### src/hw/hci_size_pkg.sv
// geometry of the shared-memory subsystem
// byte addresses are word aligned, and the low bits only select byte lanes
// id_w must cover nb_chan, because the id is the source channel index
// fifo_depth of 1 or more, and a power of two is not required
package hci_size_pkg;

  // initiator channels and the id that tags them
  localparam int unsigned nb_chan    = 4;
  localparam int unsigned id_w       = 2;

  // data path
  localparam int unsigned data_w     = 32;
  localparam int unsigned be_w       = 4;
  localparam int unsigned byte_w     = data_w / be_w;

  // byte address split into word index and byte offset
  localparam int unsigned addr_w     = 10;
  localparam int unsigned mem_words  = 256;
  localparam int unsigned word_w     = $clog2(mem_words);
  localparam int unsigned byte_off_w = $clog2(be_w);

  // fifo geometry, with the counter one bit wider to hold the full state
  localparam int unsigned fifo_depth = 2;
  localparam int unsigned fifo_ptr_w = (fifo_depth > 1) ? $clog2(fifo_depth) : 1;
  localparam int unsigned fifo_cnt_w = $clog2(fifo_depth + 1);

endpackage

### src/hw/hci_bus_pkg.sv
// request and response payloads of the interconnect
// wen high means read, wen low means write with byte enables
// every request gets a response, so writes also return r_data (don't care)
// the id is added by the multiplexer and is not part of the channel payload
package hci_bus_pkg;

  // full request behind the multiplexer, 49 bits
  typedef struct packed {
    logic [hci_size_pkg::addr_w-1:0] add;
    logic                            wen;
    logic [hci_size_pkg::be_w-1:0]   be;
    logic [hci_size_pkg::data_w-1:0] data;
    logic [hci_size_pkg::id_w-1:0]   id;
  } hci_req_t;

  // response with the id reflected back, 34 bits
  typedef struct packed {
    logic [hci_size_pkg::data_w-1:0] r_data;
    logic [hci_size_pkg::id_w-1:0]   r_id;
  } hci_rsp_t;

  // request as issued by a channel, no id yet, 47 bits
  typedef struct packed {
    logic [hci_size_pkg::addr_w-1:0] add;
    logic                            wen;
    logic [hci_size_pkg::be_w-1:0]   be;
    logic [hci_size_pkg::data_w-1:0] data;
  } hci_chan_req_t;

endpackage

### src/hw/hci_ooo_mux.sv
// N-to-1 request multiplexer with id-based response routing
// channels must hold req and payload stable until granted
// the winner id is stamped on each request, and anything downstream must
// return that id unchanged with the response
// responses may come back in any order, r_id alone selects the channel
// clear_i is synchronous and only touches the arbiter state
`timescale 1ns/100ps

module hci_ooo_mux (
  input  logic                                                 clk_i,
  input  logic                                                 rst_ni,
  input  logic                                                 clear_i,
  input  logic                                                 priority_force_i,
  input  logic [hci_size_pkg::nb_chan-1:0][hci_size_pkg::id_w-1:0] priority_i,
  // channel side
  input  logic [hci_size_pkg::nb_chan-1:0]                     chan_req_i,
  output logic [hci_size_pkg::nb_chan-1:0]                     chan_gnt_o,
  output logic [hci_size_pkg::nb_chan-1:0]                     chan_r_valid_o,
  output logic [hci_size_pkg::nb_chan-1:0][hci_size_pkg::data_w-1:0] chan_r_data_o,
  input  logic [hci_size_pkg::nb_chan-1:0]                     chan_r_ready_i,
  input  hci_bus_pkg::hci_chan_req_t [hci_size_pkg::nb_chan-1:0] chan_payload_i,
  // memory side
  output logic                                                 out_req_o,
  input  logic                                                 out_gnt_i,
  output hci_bus_pkg::hci_req_t                                out_o,
  input  logic                                                 rsp_valid_i,
  input  hci_bus_pkg::hci_rsp_t                                rsp_i,
  output logic                                                 rsp_ready_o
);

  logic [hci_size_pkg::id_w-1:0]                           rr_counter_q;
  logic [hci_size_pkg::nb_chan-1:0][hci_size_pkg::id_w-1:0] rank_chan;
  logic [hci_size_pkg::id_w-1:0]                           winner_d;
  logic [hci_size_pkg::id_w-1:0]                           winner_q;
  logic                                                    out_hs;
  logic                                                    out_hs_q;
  logic                                                    any_req_q;

  // output handshake moves the round-robin pointer
  assign out_hs = out_req_o & out_gnt_i;

  // round-robin counter, wraps at nb_chan
  always_ff @(posedge clk_i or negedge rst_ni) begin
    if (!rst_ni) begin
      rr_counter_q <= '0;
    end else if (clear_i) begin
      rr_counter_q <= '0;
    end else if (out_hs) begin
      if (rr_counter_q == (hci_size_pkg::id_w)'(hci_size_pkg::nb_chan - 1)) begin
        rr_counter_q <= '0;
      end else begin
        rr_counter_q <= rr_counter_q + 1'b1;
      end
    end
  end

  // previous winner, plus the two events that allow a new decision
  always_ff @(posedge clk_i or negedge rst_ni) begin
    if (!rst_ni) begin
      winner_q  <= '0;
      out_hs_q  <= 1'b0;
      any_req_q <= 1'b0;
    end else if (clear_i) begin
      winner_q  <= '0;
      out_hs_q  <= 1'b0;
      any_req_q <= 1'b0;
    end else begin
      winner_q  <= winner_d;
      out_hs_q  <= out_hs;
      any_req_q <= |chan_req_i;
    end
  end

  for (genvar k = 0; k < hci_size_pkg::nb_chan; k++) begin : gen_rank
    // rank k is held by this channel, higher rank wins
    assign rank_chan[k] = priority_force_i ? priority_i[k] :
        (hci_size_pkg::id_w)'((rr_counter_q + k) % hci_size_pkg::nb_chan);
  end

  // winner-takes-all over the ranks
  // a waiting winner keeps its slot so a late request cannot overtake it
  // and the output payload stays stable until granted
  always_comb begin
    winner_d = winner_q;
    if (out_hs_q || !any_req_q) begin
      winner_d = rr_counter_q;
      for (int k = 0; k < hci_size_pkg::nb_chan; k++) begin
        if (chan_req_i[rank_chan[k]]) begin
          winner_d = rank_chan[k];
        end
      end
    end
  end

  // forward the winner and tag it with its channel index
  assign out_req_o   = chan_req_i[winner_d];
  assign out_o.add   = chan_payload_i[winner_d].add;
  assign out_o.wen   = chan_payload_i[winner_d].wen;
  assign out_o.be    = chan_payload_i[winner_d].be;
  assign out_o.data  = chan_payload_i[winner_d].data;
  assign out_o.id    = winner_d;

  for (genvar ii = 0; ii < hci_size_pkg::nb_chan; ii++) begin : gen_chan
    // grant only reaches the current winner
    assign chan_gnt_o[ii] = (winner_d == (hci_size_pkg::id_w)'(ii)) &
                            chan_req_i[ii] & out_gnt_i;
    // response goes to the channel named by r_id
    assign chan_r_valid_o[ii] = rsp_valid_i & (rsp_i.r_id == (hci_size_pkg::id_w)'(ii));
    assign chan_r_data_o[ii]  = rsp_i.r_data;
  end

  // back-pressure comes from the addressed channel only
  assign rsp_ready_o = chan_r_ready_i[rsp_i.r_id];

endmodule

### config.mk
export PLATFORM = sky130hd
export DESIGN_NAME = hci_ooo_mux
export DESIGN_NICKNAME = d
export VERILOG_FILES = /design/src/hw/hci_size_pkg.sv /design/src/hw/hci_bus_pkg.sv /design/src/hw/hci_ooo_mux.sv
export SDC_FILE = /design/constraint.sdc
export NUM_CORES = 1
export LEC_CHECK = 0
export ABC_AREA = 1
export BUFFER_PORTS_ARGS = -buffer_cell sky130_fd_sc_hd__buf_2
export CORE_AREA = 2 2 168 170
export DETAILED_ROUTE_END_ITERATION = 16
export DIE_AREA = 0 0 170 172
export HOLD_SLACK_MARGIN = 0.02
export SETUP_SLACK_MARGIN = 0.15
export SYNTH_ARGS = -nofsm -noshare
export SYNTH_HDL_FRONTEND = slang
export SYNTH_SLANG_ARGS = --single-unit
### constraint.sdc
create_clock -name clk_i -period 6 [get_ports clk_i]
set_input_delay 1.5 -clock clk_i [delete_from_list [all_inputs] [get_ports clk_i]]
set_output_delay 1.5 -clock clk_i [all_outputs]
set_load 0.03 [all_outputs]
======== Word level (Yosys, flattened, before mapping) ========
Index checks and enable logic that the tools add are counted.
cells by class
  add/subtract/negate cells ............... 4
  multiply operators ...................... 0
  div/mod/pow operators ................... 0
  magnitude comparators ................... 6
  equal/unequal tests ..................... 7
  shift-type cells ........................ 0
  muxes and demuxes ....................... 29
  bitwise logic cells ..................... 13
  reduce and logical (&&, ||, !) cells .... 6
operators with widths
  operator               number
  $bmux W47 S2           1
  $mux W47               1
  $mux W2                13
  $lt A2 B3 Y1 const B   6
  $and A1 B1 Y1          13
  $bmux W1 S2            6
  $eq A2 B2 Y1 const B   5
  $mux W1                8
  $add A2 B1 Y2 const B  2
  $add A2 B2 Y2 const B  2
  $eq A2 B1 Y1 const B   2
  $logic_not A2 Y1       2
  $reduce_or A4 Y1       1
  $reduce_bool A2 Y1     1
  $logic_not A1 Y1       1
  $logic_or A1 B1 Y1     1
word-level totals
  flip-flop bits (word level) ............. 6
  latch bits .............................. 0
  bits in writable memories ............... 0
  memory bits (read-only) ................. 0
  input bits .............................. 244
  output and inout bits ................... 187
  logic and storage cells ................. 69
  memories ................................ 0

======== Depth between registers and ports, before layout ========
  depth after elaboration ................. 13
  depth in mapped cells ................... 20
  gate-level depth less buffers ........... 19

======== Worst setup path before layout ========
No wires, ideal clock.
  path type ............................... input port to output port
  from .................................... in priority_force_i
  to ...................................... out chan_gnt_o[0] (netlist bit)
  arrival ................................. 3.506 ns
  data required time ...................... 4.500 ns
  slack ................................... 0.994 ns
  stages .................................. 14
  path buffers ............................ 1
  path through ............................ buf_6 > inv_8 > nand2_8 > nand3_1 > nand3_1 > nand2_1 > inv_1 > a21oi_2 > nand2_1 > nand2_2 > nand2_4 > nand2_8 > inv_4 > nor4_1
RTL lines
  element             RTL line           source
  start: declaration  hci_ooo_mux.sv:13  input logic priority_force_i,
  end: declaration    hci_ooo_mux.sv:17  output logic [hci_size_pkg::nb_chan-1:0] chan_gnt_o,

==> results.cfg <==
[hold_path]
whs_path_depth = 2
hp-start = rr_counter_q[1]$_DFFE_PN0P_
hp-class = reg2reg
holdPathEnd = rr_counter_q[1]$_DFFE_PN0P_

[global_route]
grtUsageTotal = 0.0743
antenna_found_initial = 0
grt_max_degree = 31
grt_pass1_vias = 3056
grt_overflow = 0
grt_first_pass_wirelength_mm = 16.7

[timing]
setup_viol = 0
fmax_ghz = 0.191
rsz0062_at_grt = no
finalHoldViolCount = 0
period_share = 0.874
worstMarginPinSlew_ps = 442
slew_headroom = 0.703
finalCriticalPeriod_ps = 5250
setup_tns_ps = 0
fin_skew_ps = 0.272
finalMaxSlewViolations = 0

[setup_path]
worstPathMaxFanout = 30
worstPathRequired_ps = 4500
startpoint = priority_force_i
max_stage_delay_ps = 350
end_kind = output port
rr_worst_depth = 18
r2r-end = rr_counter_q[0]$_DFFE_PN0P_
crit_type = in2out
cpMostUsedCell = nand2_1
worstPathArrival_ps = 3750
crit_slowest_cell = buf_4
worst-path-buf-inv = 7
crit-reg2reg-launch = rr_counter_q[0]$_DFFE_PN0P_
cp_cell_sequence = buf_2 -> inv_8 -> nand2_1 -> nand2_1 -> inv_1 -> nand3_1 -> nand2_1 -> inv_1 -> a21oi_2 -> nand2_1 -> nand2_2 -> nand2_4 -> nand2_8 -> inv_4 -> nor2_4 -> buf_4 -> nand2_1 -> nand4_1 -> buf_2
regToRegSetupSlack_ps = 3510
start_kind = input port
cp_top_family = simple AND/OR/NAND/NOR gates
cp_num_cells = 19

[synth]
synth_warnings = 0
synth_fp_nets = 738
avgSynthCellArea_um2 = 6.06
syn_inst = 493
ys_seq_elements = 6
syn_area_mm2 = 0.00299
yosysSeqAreaShare = 0.0502
synth.distinct_cells = 29

[placement]
place_inst = 968
portBuffers = 270
hpwl_mm = 11.3
routabilityCongestion = 0.787

[layout]
fin_nets = 872
nFillCells = 3250
insertedDiodeCount = 0
mostFrequentLayoutCells = 270 x buf_2, 171 x nand2_1, 34 x a22oi_1, 32 x nand4_1, 23 x nand3_1
drive_gt1_frac = 0.496
layout_commonest_cell = buf_2
area_delta_synth_final_pct = 26.4
final_cells = 971

[floorplan]
num_rows = 61
die_h_um = 172
start_util = 0.109
dieArea_mm2 = 0.0292
core_mm2 = 0.0275
fp.dieW_um = 170
io_pins = 431

[power]
powerDensity_mw_per_mm2 = 296
finalPower_w = 0.00112
cellLeakagePower_nw = 2.05
peakVddDrop_mv = 0.120

[drt]
wire_per_inst_um = 13.6
drt-initial-drc-count = 165
drt_pass1_iterations = 5
vias_per_cell = 3.81
route.detailed.drc = 0
routed_wl_mm = 13.2
final_antenna_net_count = 0
vias = 3697

[cts]
cts_tree = done
cts-hold-fix-buffers = 0
numCtsBuffers = 3
clock_sinks = 6
clk_pin_slew_ps = 30
root_buffer = clkbuf_16
cts-resized-gates = 0
clk_latency_ps = 230
max-clock-path-buffers = 2
cts_setup_buffers = 0
cts-htree-levels = 1

[status]
run_status = finished, final reports clean

[flow_run]
maxCapViolCount = 0
metal layers:
metal / vias to the layer above / share of wire / GRT usage
met2: 299 / 0.45 / 0.116
met4: 0 / 0.012 / 0.0134
li1: 1756 / - / -
met5: - / 0 / 0
met1: 1627 / 0.41 / 0.0951
met3: 15 / 0.13 / 0.0339
final cells by class:
| cell class | instances | area, µm² | area share |
|---|---|---|---|
| Clock buffer | 3 | 75.1 | 0.0199 |
| Inverter | 28 | 118 | 0.0311 |
| Multi-Input combinational cell | 310 | 1590 | 0.421 |
| Sequential cell | 6 | 150 | 0.0397 |
| Tap cell | 346 | 433 | 0.115 |
| Timing Repair Buffer | 278 | 1410 | 0.374 |
kinds of logic (layout without fill, tap and decap cells):
| group | count (synthesis) | after routing | synth area share |
|---|---|---|---|
| and+or+nand+nor | 264 | 264 | 0.413 |
| AOI/OAI and AO/OA | 45 | 45 | 0.115 |
| buffers and inverters | 177 | 309 | 0.418 |
| DFF | 6 | 6 | 0.0502 |
| adders and majority gates | 1 | 1 | 0.00419 |
cells in the mapped netlist:
master     n  area (µm²)
dfrtp_1    6         150
a21oi_1    2        10.0
a41oi_1    1        8.76
inv_8      1        11.3
a22oi_2    2        25.0
nand2_8    3        60.1
o21ai_4    1        16.3
o21ai_1    3        15.0
a22oi_1   34         255
a21oi_2    1        8.76
or2_2      1        6.26
nand2_1  171         642
ha_1       1        12.5
nand2_4    1        11.3
buf_4    129         968
nand2_2    8        50.1
nand3_2    3        30.0
o21ai_0    1        5.00
inv_4      2        12.5
buf_6     10         113
buf_2     10        50.1
nand3_1   23         115
inv_2      3        11.3
nor3_1     5        25.0
nor2_4     3        33.8
inv_1     22        82.6
nor2_1    11        41.3
nand4_1   32         200
nor4_1     3        18.8
state kept, by name, indices dropped and copies added (netlist names):
signal,count
winner_q,2
rr_counter_q,2
any_req_q,1
out_hs_q,1
metrics by stage:
| step | instance area (µm²) | utilization | hold slack [ps] | setup slack, ps |
|---|---|---|---|---|
| after global routing | 3780 | 0.137 | 654 | 544 |
| after global placement | 3700 | 0.135 | 603 | 800 |
| after CTS | 3780 | 0.137 | 619 | 744 |
| final | 3780 | 0.137 | 623 | 754 |
| after detailed placement | 3700 | 0.135 | 611 | 747 |
| after floorplan | 2990 | - | 535 | 994 |
worst max-delay path by stage:
stage	to	slack, ps
final	out_o[42]	750
after global routing	out_o[41]	540
after CTS	out_o[41]	740
after detailed placement	out_o[41]	750
after global placement	out_o[41]	800
after floorplan	chan_gnt_o[0]	990
where the power goes:
| group | total, W | switching, W | internal (W) |
|---|---|---|---|
| clock network | 0.000107 | 0.0000218 | 0.0000855 |
| registers | 0.0000515 | 0.00000566 | 0.0000458 |
| logic | 0.000958 | 0.000670 | 0.000288 |
tightest hold or removal path: cells and delay by family, from the launching register on:
kind | cells | cell delay [ps]
flops | 1 | 430
simple gates | 2 | 160
Power figures use the tool's default switching activity.
