File: config.mk
export PLATFORM = sky130hd
export DESIGN_NAME = hci_id_fifo
export DESIGN_NICKNAME = d
export VERILOG_FILES = /design/src/hw/hci_size_pkg.sv /design/src/hw/hci_bus_pkg.sv /design/src/hw/hci_id_fifo.sv
export SDC_FILE = /design/constraint.sdc
export NUM_CORES = 1
export LEC_CHECK = 0
export BUFFER_PORTS_ARGS = -buffer_cell sky130_fd_sc_hd__buf_2
export CELL_PAD_IN_SITES_DETAIL_PLACEMENT = 1
export CELL_PAD_IN_SITES_GLOBAL_PLACEMENT = 1
export CORE_ASPECT_RATIO = 0.9
export CORE_UTILIZATION = 25
export CTS_CLUSTER_SIZE = 12
export DETAILED_ROUTE_END_ITERATION = 10
export GPL_TIMING_DRIVEN = 0
export PLACE_DENSITY = 0.5
export SETUP_SLACK_MARGIN = 0.5
export SYNTH_ARGS = -nofsm -noshare
export SYNTH_HDL_FRONTEND = slang
export SYNTH_SLANG_ARGS = --single-unit
File: constraint.sdc
create_clock -name clk_i -period 8.6 [get_ports clk_i]
set_clock_uncertainty 0.2 [all_clocks]
set_input_delay 1.72 -clock clk_i [delete_from_list [all_inputs] [get_ports clk_i]]
set_output_delay 1.72 -clock clk_i [all_outputs]
set_load 0.02 [all_outputs]
File: src/hw/hci_size_pkg.sv
// geometry of the shared-memory subsystem
// byte addresses are word aligned, and the low bits only select byte lanes
// id_w must cover nb_chan, because the id is the source channel index
// fifo_depth of 1 or more, and a power of two is not required
package hci_size_pkg;

  // initiator channels and the id that tags them
  localparam int unsigned nb_chan    = 4;
  localparam int unsigned id_w       = 2;

  // data path
  localparam int unsigned data_w     = 32;
  localparam int unsigned be_w       = 4;
  localparam int unsigned byte_w     = data_w / be_w;

  // byte address split into word index and byte offset
  localparam int unsigned addr_w     = 10;
  localparam int unsigned mem_words  = 256;
  localparam int unsigned word_w     = $clog2(mem_words);
  localparam int unsigned byte_off_w = $clog2(be_w);

  // fifo geometry, with the counter one bit wider to hold the full state
  localparam int unsigned fifo_depth = 2;
  localparam int unsigned fifo_ptr_w = (fifo_depth > 1) ? $clog2(fifo_depth) : 1;
  localparam int unsigned fifo_cnt_w = $clog2(fifo_depth + 1);

endpackage

File: src/hw/hci_bus_pkg.sv
// request and response payloads of the interconnect
// wen high means read, wen low means write with byte enables
// every request gets a response, so writes also return r_data (don't care)
// the id is added by the multiplexer and is not part of the channel payload
package hci_bus_pkg;

  // full request behind the multiplexer, 49 bits
  typedef struct packed {
    logic [hci_size_pkg::addr_w-1:0] add;
    logic                            wen;
    logic [hci_size_pkg::be_w-1:0]   be;
    logic [hci_size_pkg::data_w-1:0] data;
    logic [hci_size_pkg::id_w-1:0]   id;
  } hci_req_t;

  // response with the id reflected back, 34 bits
  typedef struct packed {
    logic [hci_size_pkg::data_w-1:0] r_data;
    logic [hci_size_pkg::id_w-1:0]   r_id;
  } hci_rsp_t;

  // request as issued by a channel, no id yet, 47 bits
  typedef struct packed {
    logic [hci_size_pkg::addr_w-1:0] add;
    logic                            wen;
    logic [hci_size_pkg::be_w-1:0]   be;
    logic [hci_size_pkg::data_w-1:0] data;
  } hci_chan_req_t;

endpackage

File: src/hw/hci_id_fifo.sv
// circular-buffer FIFO for request or response payloads, id kept unchanged
// pushed data shows up at the pop side one cycle later
// free_o looks at the occupancy after this cycle's handshakes, so a slot
// promised to a push in the next cycle is never handed out twice
// clear_i drops all entries, use it only when nothing is in flight
`timescale 1ns/100ps

module hci_id_fifo #(
  parameter type payload_t = hci_bus_pkg::hci_req_t
) (
  input  logic     clk_i,
  input  logic     rst_ni,
  input  logic     clear_i,
  input  logic     push_req_i,
  output logic     push_gnt_o,
  input  payload_t push_data_i,
  output logic     pop_valid_o,
  input  logic     pop_ready_i,
  output payload_t pop_data_o,
  output logic     free_o
);

  payload_t                          mem_q [hci_size_pkg::fifo_depth];
  logic [hci_size_pkg::fifo_ptr_w-1:0] wr_ptr_q;
  logic [hci_size_pkg::fifo_ptr_w-1:0] rd_ptr_q;
  logic [hci_size_pkg::fifo_cnt_w-1:0] count_q;
  logic [hci_size_pkg::fifo_cnt_w-1:0] count_d;
  logic                              push_hs;
  logic                              pop_hs;

  // full blocks the push side, empty blocks the pop side
  assign push_gnt_o  = count_q < (hci_size_pkg::fifo_cnt_w)'(hci_size_pkg::fifo_depth);
  assign pop_valid_o = count_q != '0;
  assign push_hs     = push_req_i & push_gnt_o;
  assign pop_hs      = pop_valid_o & pop_ready_i;

  always_comb begin
    count_d = count_q;
    if (push_hs && !pop_hs) begin
      count_d = count_q + 1'b1;
    end else if (pop_hs && !push_hs) begin
      count_d = count_q - 1'b1;
    end
  end

  // slot still free once this cycle's push and pop have settled
  assign free_o = count_d < (hci_size_pkg::fifo_cnt_w)'(hci_size_pkg::fifo_depth);

  always_ff @(posedge clk_i or negedge rst_ni) begin
    if (!rst_ni) begin
      wr_ptr_q <= '0;
      rd_ptr_q <= '0;
      count_q  <= '0;
    end else if (clear_i) begin
      wr_ptr_q <= '0;
      rd_ptr_q <= '0;
      count_q  <= '0;
    end else begin
      count_q <= count_d;
      // pointers wrap at depth-1, depth need not be a power of two
      if (push_hs) begin
        if (wr_ptr_q == (hci_size_pkg::fifo_ptr_w)'(hci_size_pkg::fifo_depth - 1)) begin
          wr_ptr_q <= '0;
        end else begin
          wr_ptr_q <= wr_ptr_q + 1'b1;
        end
      end
      if (pop_hs) begin
        if (rd_ptr_q == (hci_size_pkg::fifo_ptr_w)'(hci_size_pkg::fifo_depth - 1)) begin
          rd_ptr_q <= '0;
        end else begin
          rd_ptr_q <= rd_ptr_q + 1'b1;
        end
      end
    end
  end

  // storage
  always_ff @(posedge clk_i) begin
    if (push_hs) begin
      mem_q[wr_ptr_q] <= push_data_i;
    end
  end

  assign pop_data_o = mem_q[rd_ptr_q];

endmodule

==> Word level (Yosys, flattened, before mapping) <==
Memory sizes are Yosys's and may differ from the RTL's.
Index checks and enable logic that the tools add are counted.
{ "totals": {"ff_bits": 4, "mem_bits_rw": 98, "inputBits": 54, "wordCells": 30, "memories": 1} }
{ "op_classes": {"add_sub_neg": 4, "order_cmp": 2, "mux": 11, "bitwise": 2, "n_reduce_logical": 7} }
{ "mem_list": {"columns": ["name", "words", "word_bits", "read_ports", "rd_ports_with_merged_regs", "write_ports", "line_no", "text"], "rows": [
  ["mem_q", 2, 49, 1, 0, 1, "hci_id_fifo.sv:23", "payload_t mem_q [hci_size_pkg::fifo_depth];"]
]} }
{ "ops": {"columns": ["op", "count"], "rows": [
  ["$mux 1", 8],
  ["$mux 2", 3],
  ["$reduce_bool 2->1", 3],
  ["$lt 2x2->1 const B", 2],
  ["$add 1x1->1 const B", 2],
  ["$add 2x1->2 const B", 1],
  ["$and 1x1->1", 2],
  ["$logic_and 1x1->1", 2],
  ["$logic_not 1->1", 2],
  ["$sub 2x1->2 const B", 1]
]} }

==> Logic depth before layout (Yosys ltp) <==
{ "logic_depth": {"depth_word": 7, "depth_mapped": 6} }

==> Least setup slack after synthesis <==
No wires, ideal clock.
{ "synth_path": {"kind": "input-to-reg", "startpoint": "input port push_req_i", "endpoint": "memory mem_q[0][0] (netlist name), enable pin", "arrival_ns": 4.108, "slack_ns": 3.830, "cell_stages": 2, "n_path_buf": 0, "cell_sequence": "and2b_1 nor2b_1"} }
{ "synth_between": {"elab_chain_cells": 3} }
{ "synth_rtl": {"columns": ["item", "line_no", "text"], "rows": [
  ["start, declared", "hci_id_fifo.sv:14", "input logic push_req_i,"],
  ["$and 1x1->1", "hci_id_fifo.sv:34", "assign push_hs = push_req_i & push_gnt_o;"],
  ["$mux 1", "hci_id_fifo.sv:80", "if (push_hs) begin"],
  ["$mux 1 (not written as such)", "hci_id_fifo.sv:81", "mem_q[wr_ptr_q] <= push_data_i;"],
  ["end, declared", "hci_id_fifo.sv:23", null]
]} }
Every way passes these cells.

==> Worst setup path after layout <==
{ "layout_path": {"startpoint": "input port pop_ready_i", "endpoint": "output port free_o"} }
{ "layout_between": {"elab_chain_cells": 5, "word_cells_on_any_way": 7, "cone_classes": "order compare (1); mux (2); bitwise (1); reduce/logical (3)"} }
{ "layout_rtl": {"columns": ["item", "line_no", "text"], "rows": [
  ["start, declared", "hci_id_fifo.sv:18", "input logic pop_ready_i,"],
  ["$and 1x1->1 *", "hci_id_fifo.sv:35", "assign pop_hs = pop_valid_o & pop_ready_i;"],
  ["$logic_and 1x1->1 / $logic_not 1->1 (equally long branches)", "hci_id_fifo.sv:41, hci_id_fifo.sv:39", null],
  ["$mux 2 / $logic_and 1x1->1 (equally long branches)", "hci_id_fifo.sv:41, hci_id_fifo.sv:39", null],
  ["$mux 2 *", "hci_id_fifo.sv:39", "if (push_hs && !pop_hs) begin"],
  ["$lt 2x2->1 *", "hci_id_fifo.sv:47", "assign free_o = count_d < (hci_size_pkg::fifo_cnt_w)'(hci_size_pkg::fifo_depth);"],
  ["end, declared", "hci_id_fifo.sv:20", "output logic free_o"]
]} }
Mark *: on every way between the ends. The rest lies on a longest branch, timed or not.

==> reports/results.ini <==
[status]
outcome = finished clean

[detailed_routing]
totalWireLength_mm = 7.23
routed_vias_inst = 3.97
drcViolationCount = 0
detail_route.first_pass.iterations = 4
violation_count_after_the_first_detailed_routing_iteration = 73
routed-via-count = 1974
route.antenna.remaining_nets = 0
avgRoutedWirePerCell_um = 14.5

[logic_synthesis]
seq_total_area_yosys = 0.804
synth_mux_area_frac = 0.146
post_synth_xor_area_fraction = 0.0106
yosys.area_share.adder = 0.00331
synth-simple-area-share = 0.0152
synth_fp_nets = 231
yosysTopAreaCell = edfxtp_1
yosys.cell_count.top_type = edfxtp_1
ys_top_cells_by_area = edfxtp_1 (78%), mux2_1 (8.6%), mux2_2 (6.0%), dfrtp_1 (2.6%), buf_2 (0.66%)
netlist.area_leader.share = 0.778
synth-edff-count = 98
synthCells = 176
main_flop_type_after_synthesis = edfxtp_1
synth_area_per_cell_um2 = 21.5
netlist_area_um2 = 3780
synth_compound_gate_area_share = 0.00661
synth_cell_types = 20
ys_async_sr_fraction = 0.0392
combinational_family_with_the_most_area_after_synthesis = multiplexers
synth_top_cells_by_count = edfxtp_1 (98), mux2_1 (29), mux2_2 (20), buf_2 (5), dfrtp_1 (4)
synth_seq_cells = 102
synth_warnings = 0

[floorplanning]
start_util = 0.256
fp-row-count = 42
io-pin-count = 106
die_area_um2 = 15600
die_h_um = 119
fp.dieW_um = 132
core-area_um2 = 14800

[layout]
finish.cell_count_without_fillers = 497
post_route_cells_drive_above_1_share = 0.518
number_of_filler_cells_placed_in_the_layout = 1543
nets = 349
finalCoreUtilization = 0.333
flow.area_growth_from_synthesis_pct = 30.0
antenna_cells = 0

[sta]
tightestPinTransition_ns = 0.828
fin_crit_ns = 4.48
layout_worst_path_cycle_share = 0.521
rsz0062_at_grt = false
setup_viol = 0
fin_tns_setup_ns = 0
maxClockFrequency_mhz = 223
finalHoldViolations = 0
timing.final.ws_setup_ns = 4.12
report.final.slew_viol_count = 0
worst_slew_margin_relative_to_its_limit = 0.447

[global_routing]
grt_first_pass_wirelength_mm = 11.5
first_global_vias = 2113
largest_net_degree_at_the_start_of_global_routing = 26
initial_antenna_violation_count = 0
total_global_routing_track_utilization = 0.0998
grt_overflow = 0

[setup_path]
cp-startpoint = pop_ready_i
cp_slowest_stage_delay_ns = 0.30
critical_path.top_delay_family = buffers and inverters
critical_path_arrival_ns = 2.56
setup.worst_path.end_class = primary output
rr_startpoint = count_q[1]
critPathRequiredTime_ns = 6.68
timing.critical_path.from_type = primary input
crit_path_cell_trace = buf_2 > nor2b_2 > buf_6 > nor3_2 > a211o_2 > buf_2
cp_slowest_cell = a211o_2
cp_common_cell = buf_2
critical_path_peak_fanout = 5
worst-path-buf-inv = 3
criticalPathCategory = primary input to primary output

[cts]
cts_inserted_buffers = 9
cts.hold.buffers_added = 0
htreeDepth = 3
postCtsResizedCells = 0
cts_tree = yes
worst_setup_hold_path_clk_slew_ns = 0.07
max-clock-path-buffers = 2
post-cts-setup-buffers = 0
worstSkewPairLatency_ns = 0.34
clkSinkCount = 102
clk_root_buffer_cell = clkbuf_16

[placement]
placedCellCount = 481
dp_worst_setup_slack_ns = 4.12
gp_congestion = 0.663
port_buffers = 105
hpwlAfterDp_mm = 4.74

[min_path]
worst_hold_path_type = flip-flop to flip-flop
hold_path.startpoint = wr_ptr_q

[power_and_ir_drop]
peakVddDrop_mv = 0.164
power.static_leakage_uw = 0.00183
power-per-cell-area_nw_per_um2 = 299

[flow_run]
max_cap_violations = 0

-- worst register-to-register path: stages (launching register included) --
cell and delay (ns):
dfrtp_1 0.41, and2b_1 0.28, nor2b_4 0.72, buf_12 0.28
-- cells in the final DEF, fill, tap and decap left out --
master	n
xnor3_1	1
clkinv_1	1
and2_2	1
nor3b_1	1
buf_12	2
mux2_2	20
clkinvlp_4	2
buf_6	1
clkinv_2	2
edfxtp_1	98
nor2_1	3
buf_4	1
dfrtp_1	4
and2b_1	1
bufinv_16	2
clkbuf_16	9
ha_1	1
nor2b_2	1
a2111oi_2	1
nor3_2	1
a211o_2	1
inv_1	3
buf_2	110
nor2b_4	1
mux2_1	29
xnor2_1	2
-- power by group --
part	internal, µW	switching (µW)
clock	253	171
combinational	161	245
sequential	624	15.3
-- cells by family (layout without fill, tap and decap cells) --
family / Yosys count / count (layout)
xor gates and xnor gates: 3 / 3
DFF: 102 / 102
adders and majority gates: 1 / 1
AOI/OAI and AO/OA: 2 / 2
and+or+nand+nor: 9 / 9
muxes: 49 / 49
buffers and inverters: 10 / 133
-- metal layers --
| layer | vias to the layer above | wire length [µm] | part of all wire | track usage |
|---|---|---|---|---|
| met1 | 986 | 3180 | 0.44 | 0.117 |
| li1 | 918 | - | - | - |
| met5 | - | 0 | 0 | 0 |
| met2 | 64 | 3520 | 0.49 | 0.161 |
| met4 | 0 | 85 | 0.012 | 0.0305 |
| met3 | 6 | 450 | 0.062 | 0.0480 |
-- sequential cells by signal (all words and copies together), names as in the netlist --
signal and cells:
mem_q 98, count_q 2, rd_ptr_q 1, wr_ptr_q 1
-- through the flow --
stage	hold slack (ns)	instance area, µm²	power [µW]
after floorplan	0.324	3780	924
after global placement	0.338	4560	1060
after detailed placement	0.413	4610	1070
after CTS	0.434	4920	1500
after global routing	0.480	4920	1540
final	0.430	4920	1470
-- final cells by class --
cell class,count,area [µm²],share of cell area
timing repair buffer,107,566,0.115
tap,198,248,0.0503
clock buffer,9,225,0.0458
inverter,3,11.3,0.00229
buffer,7,43.8,0.00890
clock inverter,7,88.8,0.0181
sequential,102,3040,0.618
multi-input combinational,64,696,0.141
-- path summary, 6_finish.rpt --
check,depth (start not counted),slack [ns],end
min in group asynchronous,1,0.97,wr_ptr_q
setup / recovery,6,4.12,free_o
hold reg to reg,2,0.43,wr_ptr_q
max in group asynchronous,1,7.10,count_q[0]
hold / removal,2,0.43,wr_ptr_q
setup reg to reg,3,6.39,mem_q[0][18]
No activity file was read; power rests on OpenSTA's default activity.
